--- config.mk ---
export PLATFORM = sky130hd
export DESIGN_NAME = sce_copy
export DESIGN_NICKNAME = d
export VERILOG_FILES = /design/src/source/sce_pkg.sv /design/src/source/sce_copy.sv
export SDC_FILE = /design/constraint.sdc
export NUM_CORES = 1
export LEC_CHECK = 0
export ABC_CLOCK_PERIOD_IN_PS = 8450
export BUFFER_PORTS_ARGS = -buffer_cell sky130_fd_sc_hd__buf_2
export CAP_MARGIN = 20
export CORE_ASPECT_RATIO = 0.7
export CORE_MARGIN = 1.5
export CORE_UTILIZATION = 25
export CTS_CLUSTER_SIZE = 20
export DETAILED_ROUTE_END_ITERATION = 8
export PLACE_DENSITY = 0.59
export SLEW_MARGIN = 20
export SYNTH_ARGS = -nofsm -noshare
export SYNTH_HDL_FRONTEND = slang
export SYNTH_SLANG_ARGS = --single-unit
--- constraint.sdc ---
create_clock -name clk -period 8.45 [get_ports clk]
set_clock_uncertainty 0.05 [all_clocks]
set_input_delay 1.2675 -clock clk [delete_from_list [all_inputs] [get_ports clk]]
set_output_delay 1.2675 -clock clk [all_outputs]
set_load 0.02 [all_outputs]
--- src/source/sce_pkg.sv ---
// ----------------------------------------------------------------------
// sizes, segment table and channel structs of the scratch engine
// segment table is tied to AW and SEGCNT, resize them together
// segment index is the top SEGW address bits
// ----------------------------------------------------------------------
package sce_pkg;

    localparam int AW       = 8;
    localparam int DW       = 32;
    localparam int RAMDEPTH = 256;
    localparam int SEGCNT   = 4;
    localparam int SEGW     = $clog2(SEGCNT);
    localparam int CHNLCNT  = 3;
    localparam int CHW      = $clog2(CHNLCNT);
    localparam int LENW     = 9;
    localparam int EXTCNT   = 16;
    localparam int EXTW     = $clog2(EXTCNT);

    // channel slots
    localparam int CH_HOST = 0;
    localparam int CH_COPY = 1;
    localparam int CH_FILL = 2;

    // allowed segments per channel in secure mode, bit n is segment n
    localparam logic [CHNLCNT-1:0][SEGCNT-1:0] SEG_ALLOW = {
        4'b1100,   // fill
        4'b0110,   // copy
        4'b0011    // host
    };

    typedef struct packed {
        logic          rd;
        logic          wr;
        logic [AW-1:0] addr;
        logic [DW-1:0] wdat;
    } chnlreq_t;

    typedef struct packed {
        logic          ready;
        logic          err;
        logic [DW-1:0] rdat;
    } chnlres_t;

    typedef struct packed {
        logic [AW-1:0]   src;
        logic [AW-1:0]   dst;
        logic [LENW-1:0] len;
    } xfer_cmd_t;

    typedef struct packed {
        logic [AW-1:0]   dst;
        logic [LENW-1:0] len;
        logic [DW-1:0]   value;
    } fill_cmd_t;

endpackage

--- src/source/sce_copy.sv ---
// ----------------------------------------------------------------------
// copy engine, one channel, read then write for each word
// cmd.len must be 1 to 256, addresses wrap at the end of the RAM
// stops at the first err response, later words are not written
// start is ignored while busy
// ----------------------------------------------------------------------
module sce_copy
    import sce_pkg::*;
(
    input  logic      clk,
    input  logic      arst_n,
    input  logic      start,
    input  xfer_cmd_t cmd,
    output chnlreq_t  req,
    input  chnlres_t  res,
    output logic      busy,
    output logic      done,
    output logic      err
);

    typedef enum logic [1:0] {ST_IDLE, ST_RD, ST_WR} state_t;

    state_t          state;
    logic [AW-1:0]   src;
    logic [AW-1:0]   dst;
    logic [LENW-1:0] cnt;
    logic [DW-1:0]   data;
    logic            last_word;

    assign last_word = (cnt == LENW'(1));
    assign busy      = (state != ST_IDLE);

    // request held by the state until ready
    assign req.rd   = (state == ST_RD);
    assign req.wr   = (state == ST_WR);
    assign req.addr = (state == ST_RD) ? src : dst;
    assign req.wdat = data;

    always_ff @(posedge clk or negedge arst_n) begin
        if (!arst_n) begin
            state <= ST_IDLE;
            done  <= 1'b0;
            err   <= 1'b0;
        end else begin
            done <= 1'b0;
            err  <= 1'b0;
            case (state)
                ST_IDLE:
                    if (start)
                        state <= ST_RD;
                ST_RD:
                    if (res.ready) begin
                        // denied read ends the copy
                        if (res.err) begin
                            state <= ST_IDLE;
                            done  <= 1'b1;
                            err   <= 1'b1;
                        end else begin
                            state <= ST_WR;
                        end
                    end
                ST_WR:
                    if (res.ready) begin
                        if (res.err || last_word) begin
                            state <= ST_IDLE;
                            done  <= 1'b1;
                            err   <= res.err;
                        end else begin
                            state <= ST_RD;
                        end
                    end
                default:
                    state <= ST_IDLE;
            endcase
        end
    end

    // addresses, word count and held data
    always_ff @(posedge clk) begin
        if (state == ST_IDLE && start) begin
            src <= cmd.src;
            dst <= cmd.dst;
            cnt <= cmd.len;
        end else if (state == ST_RD && res.ready) begin
            data <= res.rdat;
        end else if (state == ST_WR && res.ready) begin
            src <= src + 1'b1;
            dst <= dst + 1'b1;
            cnt <= cnt - 1'b1;
        end
    end

endmodule

* Word level (Yosys, flattened, before mapping) *
Cells that the tools add are included.

storage, ports and cells
  register bits = 61
  bits of input ports = 62
  output and inout port bits = 45
  word-level logic and storage cells = 52

cells by class
  add/subtract/negate cells = 3
  equality and inequality tests = 7
  mux-type cells = 24
  bitwise operators = 1
  reductions and logical operators = 10

operator list
  kind                                                                   number
  8-bit two-way mux                                                      7
  9-bit two-way mux                                                      3
  8-bit by 1-bit adder with 8-bit output, second input constant          2
  9-bit by 1-bit equality test with 1-bit output, second input constant  1
  9-bit by 1-bit subtractor with 9-bit output, second input constant     1
  2-bit two-way mux                                                      4
  1-bit two-way mux                                                      7
  2-bit one-hot mux with 3 select lines                                  1
  2-bit by 1-bit != test with 1-bit output, second input constant        2
  2-bit != test, second input constant                                   2
  1-bit one-hot mux with 2 select lines                                  2
  2-bit AND reduction                                                    2
  2-bit nonzero test                                                     2
  1-bit logical AND                                                      3
  3-bit AND reduction                                                    1
  2-bit by 1-bit equality test with 1-bit output, second input constant  1
  2-bit equality test, second input constant                             1
  2-bit zero test                                                        1
  1-bit logical OR                                                       1
  1-bit inverter                                                         1

* Depth between registers and ports, before layout *
Gate-level depths: netlist of the first run.

  depth in word-level cells = 5
  gate-level depth with buffers = 6
  depth with buffers taken out = 6

* Worst setup path before layout of the first run *
No wires, ideal clock.

  path kind = input to register
  start = input res[33] in the netlist's numbering
  end = register cnt[0], enable pin
  setup time = 0.442 ns
  arrival = 3.115 ns
  required time = 7.958 ns
  setup slack = 4.843 ns
  stages = 2
  path buffers = 0
  path through = nand2_1 > o21ai_0

on the way
  word-level cells in the longest chain between the ends = 3
  elaborated cells on any way between the ends = 5
  those cells by class = eq/ne: 1; reduce/logical: 4

ends and longest elaborated chain
  element                                                        line                            text
  start: declaration                                             sce_copy.sv:15                  input chnlres_t res,
  1-bit logical AND (on tied branches)                           sce_copy.sv:84, sce_copy.sv:86
  2-bit != test (no line) or 2-bit nonzero test (tied branches)  -
  2-bit AND reduction (no line) (*)                              -
  end signal: assignment                                         sce_copy.sv:83                  cnt <= cmd.len;
  end signal: assignment                                         sce_copy.sv:89                  cnt <= cnt - 1'b1;
  end: declaration                                               sce_copy.sv:26                  logic [LENW-1:0] cnt;

Every way passes the cells marked *; elsewhere a longest branch is shown, timed or not.
A chain may end at the register's enable or synchronous reset.

==> results of run 1 <==
cell usage in the layout (no fill, tap or decap):
cell          n
edfxtp_1     57
o31ai_1       3
clkinv_2      2
a31oi_1       2
or4_4         1
and3_1        4
xor2_1        9
buf_4         3
ha_1          8
dfrtp_1       4
or4_1         1
nand3_1       9
a41oi_1       1
clkinv_1      1
nor3_1        2
mux2_2       10
o22ai_1       1
o41ai_1       1
nand2_1       8
inv_1         7
clkinvlp_4    3
a21oi_2       1
nor3b_1       1
buf_2       106
o21ai_2       1
xnor2_1       8
a21oi_1      22
nor4_4        1
bufinv_16     1
nor4_1        1
nor2_1       27
clkbuf_16     9
state kept, by name, indices dropped and copies added (netlist names):
register  count
err           1
dst           8
state         2
src           8
data         32
done          1
cnt           9
logic make-up after synthesis:
group	share of synthesized area [%]
adders and majority gates	3.72
and+or+nand+nor	9.87
buffers and inverters	2.51
xor gates and xnor gates	5.54
AOI/OAI and AO/OA	6.79
muxes	4.19
DFF	67.4
layer usage:
layer	GRT usage, %	vias up	wire length [um]
met4	3.88	0	78
met2	17.1	70	2880
li1	-	946	-
met5	0	-	0
met1	15.0	895	2960
met3	4.76	7	369
worst reg2reg max path, stage by stage, from the launching register on:
cell and delay (ns):
dfrtp_1 0.40, inv_1 0.09, ha_1 0.23, nand2_1 0.06, buf_4 0.42, and3_1 0.22
buf_4 0.37
stage by stage:
step	setup slack, ns	power [W]	hold WS [ns]	instances
final	5.18	0.00133	0.506	447
after global routing	5.06	0.00141	0.544	447
after CTS	5.15	0.00134	0.509	447
after detailed placement	5.50	0.000978	0.499	431
after global placement	5.56	0.000966	0.464	431
after floorplan	4.84	0.000844	0.445	196
path summary, 6_finish.rpt:
kind                       startpoint  endpoint  slack [ns]  cells past startpoint
setup / recovery             state[1]   req[33]        5.18                      4
hold / removal               state[0]  state[0]        0.51                      2
setup reg to reg             state[0]   data[8]        6.25                      6
hold reg to reg              state[0]  state[0]        0.51                      2
max in group asynchronous      arst_n  state[1]        7.54                      1
min in group asynchronous      arst_n  state[0]        0.69                      1
report_power, final:
part	internal (W)	total, W	switching [W]
Sequential	0.000463	0.000538	0.0000742
Clock	0.000226	0.000356	0.000130
Combinational	0.000172	0.000432	0.000260
area by class of cell:
cell class	count	share of cell area, %
well taps	132	4.51
clock buffers	9	6.15
clock inverters	7	1.81
repair buffers	109	15.1
inverters	7	0.718
multi-input cells	122	22.2
flip-flops and latches	61	49.5
==> results.py, run 1 <==
metrics = {
    "drt": {
        "vias": 1918,
        "drt-total-wl_mm": 6.28,
        "drc": 0,
        "viasPerCell": 4.29,
        "drt_pass1_iterations": 4,
        "drt_iter0_drc": 85,
        "wire_per_inst_um": 14.1,
        "ant_nets": 0,
    },
    "logic_synthesis": {
        "synth_cells": 196,
        "ys_top_cells_by_area": "edfxtp_1, mux2_2, a21oi_1, nor2_1, dfrtp_1",
        "yosys.area.top_type": "edfxtp_1",
        "synth.avg_cell_area_um2": 13.7,
        "syn-num-nets": 266,
        "yosys-top-cells-count": "edfxtp_1, nor2_1, a21oi_1, mux2_2",
        "seq_area_frac_synth_pct": 67.4,
        "synthArstFlopShare_pct": 6.56,
        "synth_warnings": 0,
        "synth.distinct_cells": 29,
        "synth_edf_count": 57,
        "synth.most_common_cell": "edfxtp_1",
        "synth_seq_cells": 61,
        "synth.cell_area_um2": 2690,
        "synthFlopType": "edfxtp_1",
        "synth.top_cell.area_share_pct": 63.7,
    },
    "critical_path": {
        "critPathKind": "flip-flop to output port",
        "worstPathRequired_ns": 7.13,
        "crit_slowest_cell": "ha_1",
        "cp-end-kind": "output port",
        "cp_top_family": "adder cells",
        "cp_cell_sequence": "inv_1 -> ha_1 -> mux2_2 -> buf_2",
        "crit_fanout": 14,
        "crit_buf_inv": 2,
        "cp_data_arrival_time_ns": 1.95,
        "startpoint_type": "flip-flop",
        "slowest_delay_ns": 0.56,
    },
    "clocking": {
        "cts.sinks": 61,
        "clockBufferDepth": 2,
        "htree_levels": 3,
        "cts-resized-gates": 0,
        "insertion_delay_ns": 0.32,
        "cts_made_buffers": 9,
        "cts_root_buf": "clkbuf_16",
        "clkTransAtPathRegs_ns": 0.05,
        "cts_setup_buffers": 0,
        "ctsHoldBuffers": 0,
        "cts_tree": "yes",
    },
    "global_routing": {
        "grt_antenna_before_repair": 0,
        "grt_overflow": 0,
        "grt_pass1_vias": 1929,
        "grt_use_total_pct": 11.5,
        "grt_pass1_wl_mm": 9.82,
        "grt_max_degree": 51,
    },
    "floorplanning": {
        "core.rowCount": 31,
        "dieWidth_um": 127,
        "die_area_um2": 11400,
        "io_pins": 107,
        "die_h_um": 89.8,
        "core_um2": 10400,
        "start_util_pct": 25.9,
    },
    "place": {
        "gp_congestion": 0.722,
        "dp_hpwl_mm": 4.52,
        "place_area_um2": 3370,
        "portBuffers": 106,
    },
    "layout": {
        "nFillCells": 1027,
        "nets": 380,
        "antenna_cells": 0,
        "drive_above_1_share_pct": 43.8,
        "stdcell_area_um2": 3660,
        "final_core_util_pct": 35.2,
        "seqCellArea_um2": 1810,
        "synthToLayoutAreaGrowth_pct": 36.2,
        "multiInputGateArea_um2": 813,
    },
    "sta": {
        "max_slew_margin_pct": 58.3,
        "fin_crit_sh_pct": 38.7,
        "grt_setup_unrepaired": "false",
        "slew_viol_final": 0,
        "fin_crit_ns": 3.27,
        "worst_pin_slew_ns": 0.626,
        "finalHoldViolations": 0,
        "max_freq_mhz": 306,
        "setup_viol": 0,
        "finalSetupTns_ns": 0,
    },
    "pwr": {
        "p_leak_nw": 1.48,
        "ir_worst_vdd_mv": 0.107,
        "p_per_area_nw_per_um2": 362,
    },
    "min_path": {
        "hold_path_class": "flip-flop to flip-flop",
    },
    "outcome": {
        "status": "complete, no violations",
    },
    "run": {
        "drv_cap": 0,
    },
}
No activity file was read; power rests on OpenSTA's default activity.
==> run 2, diff against run 1 <==
ABC_AREA = 1   (was not set)
ABC_CLOCK_PERIOD_IN_PS = 3250   (was 8450)
PLACE_DENSITY = 0.58   (was 0.59)
clock period = 3.25 ns   (was 8.45 ns; I/O delays follow)
==> run 2 against run 1 <==
Against the previous run:
- combinational power increased to 2.8 times the previous value
- clock-buffer cell count up 3
- setup slack got worse by 4.4 ns
- die area grew 3.8%
- total power rose to 2.6 times the previous value
- highest routed layer unchanged
==> results.py, run 2 <==
metrics = {
    "logic_synthesis": {
        "synth_edf_count": 57,
        "synth_seq_cells": 61,
        "synth.top_cell.area_share_pct": 61.3,
        "seq_area_frac_synth_pct": 64.8,
        "syn-num-nets": 324,
        "synth.cell_area_um2": 2790,
        "yosys-top-cells-count": "nand2_1, edfxtp_1, inv_1, o21ai_0, nand3_1",
        "yosys.area.top_type": "edfxtp_1",
        "synth.most_common_cell": "nand2_1",
        "synth.distinct_cells": 24,
        "synth.avg_cell_area_um2": 11.0,
        "synthArstFlopShare_pct": 6.56,
        "synthFlopType": "edfxtp_1",
        "synth_cells": 254,
        "synth_warnings": 0,
        "ys_top_cells_by_area": "edfxtp_1, nand2_1, dfrtp_1, ha_1, o21ai_0",
    },
    "global_routing": {
        "grt_use_total_pct": 11.7,
        "grt_max_degree": 38,
        "grt_antenna_before_repair": 0,
        "grt_pass1_wl_mm": 10.5,
        "grt_overflow": 0,
        "grt_pass1_vias": 2110,
    },
    "outcome": {
        "status": "complete, no violations",
    },
    "clocking": {
        "clockBufferDepth": 2,
        "cts.sinks": 61,
        "htree_levels": 3,
        "insertion_delay_ns": 0.32,
        "clkTransAtPathRegs_ns": 0.05,
        "cts_setup_buffers": 0,
        "cts_made_buffers": 9,
        "cts_tree": "yes",
        "cts-resized-gates": 0,
        "cts_root_buf": "clkbuf_16",
    },
    "pwr": {
        "combPwrFrac_pct": 35.1,
        "p_per_area_nw_per_um2": 902,
        "seqPwrFrac_pct": 41.0,
        "power.clock.fraction_pct": 23.9,
        "ir_worst_vdd_mv": 0.445,
        "p_sw_share_pct": 37.7,
        "intPower_w": 0.00211,
        "p_leak_nw": 1.64,
        "p_switching_w": 0.00128,
    },
    "place": {
        "gp_congestion": 0.809,
        "portBuffers": 106,
        "dp_hpwl_mm": 4.81,
    },
    "layout": {
        "multiInputGateArea_um2": 871,
        "final_cell_mix": "buf_2, nand2_1, edfxtp_1",
        "nFillCells": 1128,
        "final_common_cell": "buf_2",
        "regMostFlops": "data",
        "nets": 439,
        "final_core_util_pct": 34.4,
        "largest_reg_flops": 32,
        "synthToLayoutAreaGrowth_pct": 34.7,
        "drive_above_1_share_pct": 34.8,
        "seqCellArea_um2": 1810,
        "antenna_cells": 0,
        "top_regs": "data x32, cnt x9",
    },
    "min_path": {
        "hold_path_class": "input port to flip-flop",
        "hold_depth": 1,
    },
    "floorplanning": {
        "core.rowCount": 32,
        "core_um2": 10900,
        "io_pins": 107,
        "die_area_um2": 11800,
        "dieWidth_um": 129,
        "start_util_pct": 25.6,
        "die_h_um": 91.4,
    },
    "critical_path": {
        "cp-end-kind": "output port",
        "cp_data_arrival_time_ns": 1.91,
        "cp_cell_sequence": "inv_1 -> ha_1 -> inv_1 -> nand2_1 -> nand2_1 -> buf_2",
        "crit_slowest_cell": "ha_1",
        "cp.depth": 6,
        "startpoint_type": "flip-flop",
        "slowest_delay_ns": 0.57,
        "critPathKind": "flip-flop to output port",
        "cp_top_family": "adder cells",
        "reg2regPathDepth": 5,
        "worstPathRequired_ns": 2.71,
        "crit_buf_inv": 3,
        "crit_fanout": 18,
    },
    "sta": {
        "setup_viol": 0,
        "finalSetupTns_ns": 0,
        "max_slew_margin_pct": 56.5,
        "fin_crit_ns": 2.45,
        "fin_crit_sh_pct": 75.3,
        "max_freq_mhz": 409,
        "slew_viol_final": 0,
        "grt_setup_unrepaired": "false",
        "hold_ws_ns": 0.288,
        "finalHoldViolations": 0,
        "worst_pin_slew_ns": 0.653,
    },
    "drt": {
        "viasPerCell": 4.17,
        "vias": 2197,
        "wire_per_inst_um": 12.2,
        "drt_pass1_iterations": 4,
        "drt-total-wl_mm": 6.45,
        "drc": 0,
        "ant_nets": 0,
        "drt_iter0_drc": 130,
    },
    "run": {
        "drv_cap": 0,
    },
}
==> run 2: cell families after synthesis <==
family	Yosys count	synth area share (%)
simple gates	119	18.9
flops	61	64.8
compound gates	30	5.69
fa+ha+maj	8	3.58
buf+inv	27	4.21
xor+xnor	9	2.82
==> run 2: power groups by stage <==
stage / combinational [W] / clock, W / sequential, W
floorplan: 0.000757 / 0 / 0.00146
global placement: 0.00118 / 0 / 0.00139
detailed placement: 0.00120 / 0 / 0.00140
CTS: 0.00121 / 0.000840 / 0.00139
global route: 0.00136 / 0.000876 / 0.00143
finish: 0.00119 / 0.000813 / 0.00139
==> run 2: through the flow <==
stage / instances / total power, W / area, um^2 / setup WS (ns)
detailed placement: 510 / 0.00260 / 3500 / 1.03
floorplan: 254 / 0.00222 / 2790 / 0.0533
finish: 527 / 0.00339 / 3760 / 0.802
global placement: 510 / 0.00257 / 3500 / 1.09
global route: 527 / 0.00366 / 3760 / 0.618
CTS: 527 / 0.00344 / 3760 / 0.792
==> run 2: final timing paths <==
kind	slack, ns	startpoint	to
worst max register to register	1.04	state[1]	data[17]
min in group asynchronous	0.46	arst_n	state[1]
worst min-delay path	0.29	res[15]	data[15]
max in group asynchronous	2.57	arst_n	done
worst min register to register	0.52	state[0]	state[0]
worst max-delay path	0.80	state[1]	req[35]
==> run 2: repair_timing <==
| action | in CTS | in global routing |
|---|---|---|
| hold endpoints to repair | 4 | 0 |
| endpoints found under the setup margin | 0 | 0 |
| hold buffers | 1 | 0 |
==> run 2: routing by layer <==
layer	track usage (%)	part of all wire, %	routed length [um]	vias to the layer above
met5	0	0	0	-
met4	3.93	1.1	68	0
met3	4.48	7.9	508	6
met2	17.3	45	2920	77
met1	15.5	46	2960	1022
li1	-	-	-	1092
==> run 2: final cells by class <==
| type | instances | area share [%] |
|---|---|---|
| Inverter | 22 | 2.19 |
| Tap cell | 153 | 5.09 |
| Sequential cell | 61 | 48.1 |
| Clock inverter | 4 | 0.399 |
| Timing Repair Buffer | 109 | 14.8 |
| Multi-Input combinational cell | 166 | 23.1 |
| Clock buffer | 12 | 6.28 |
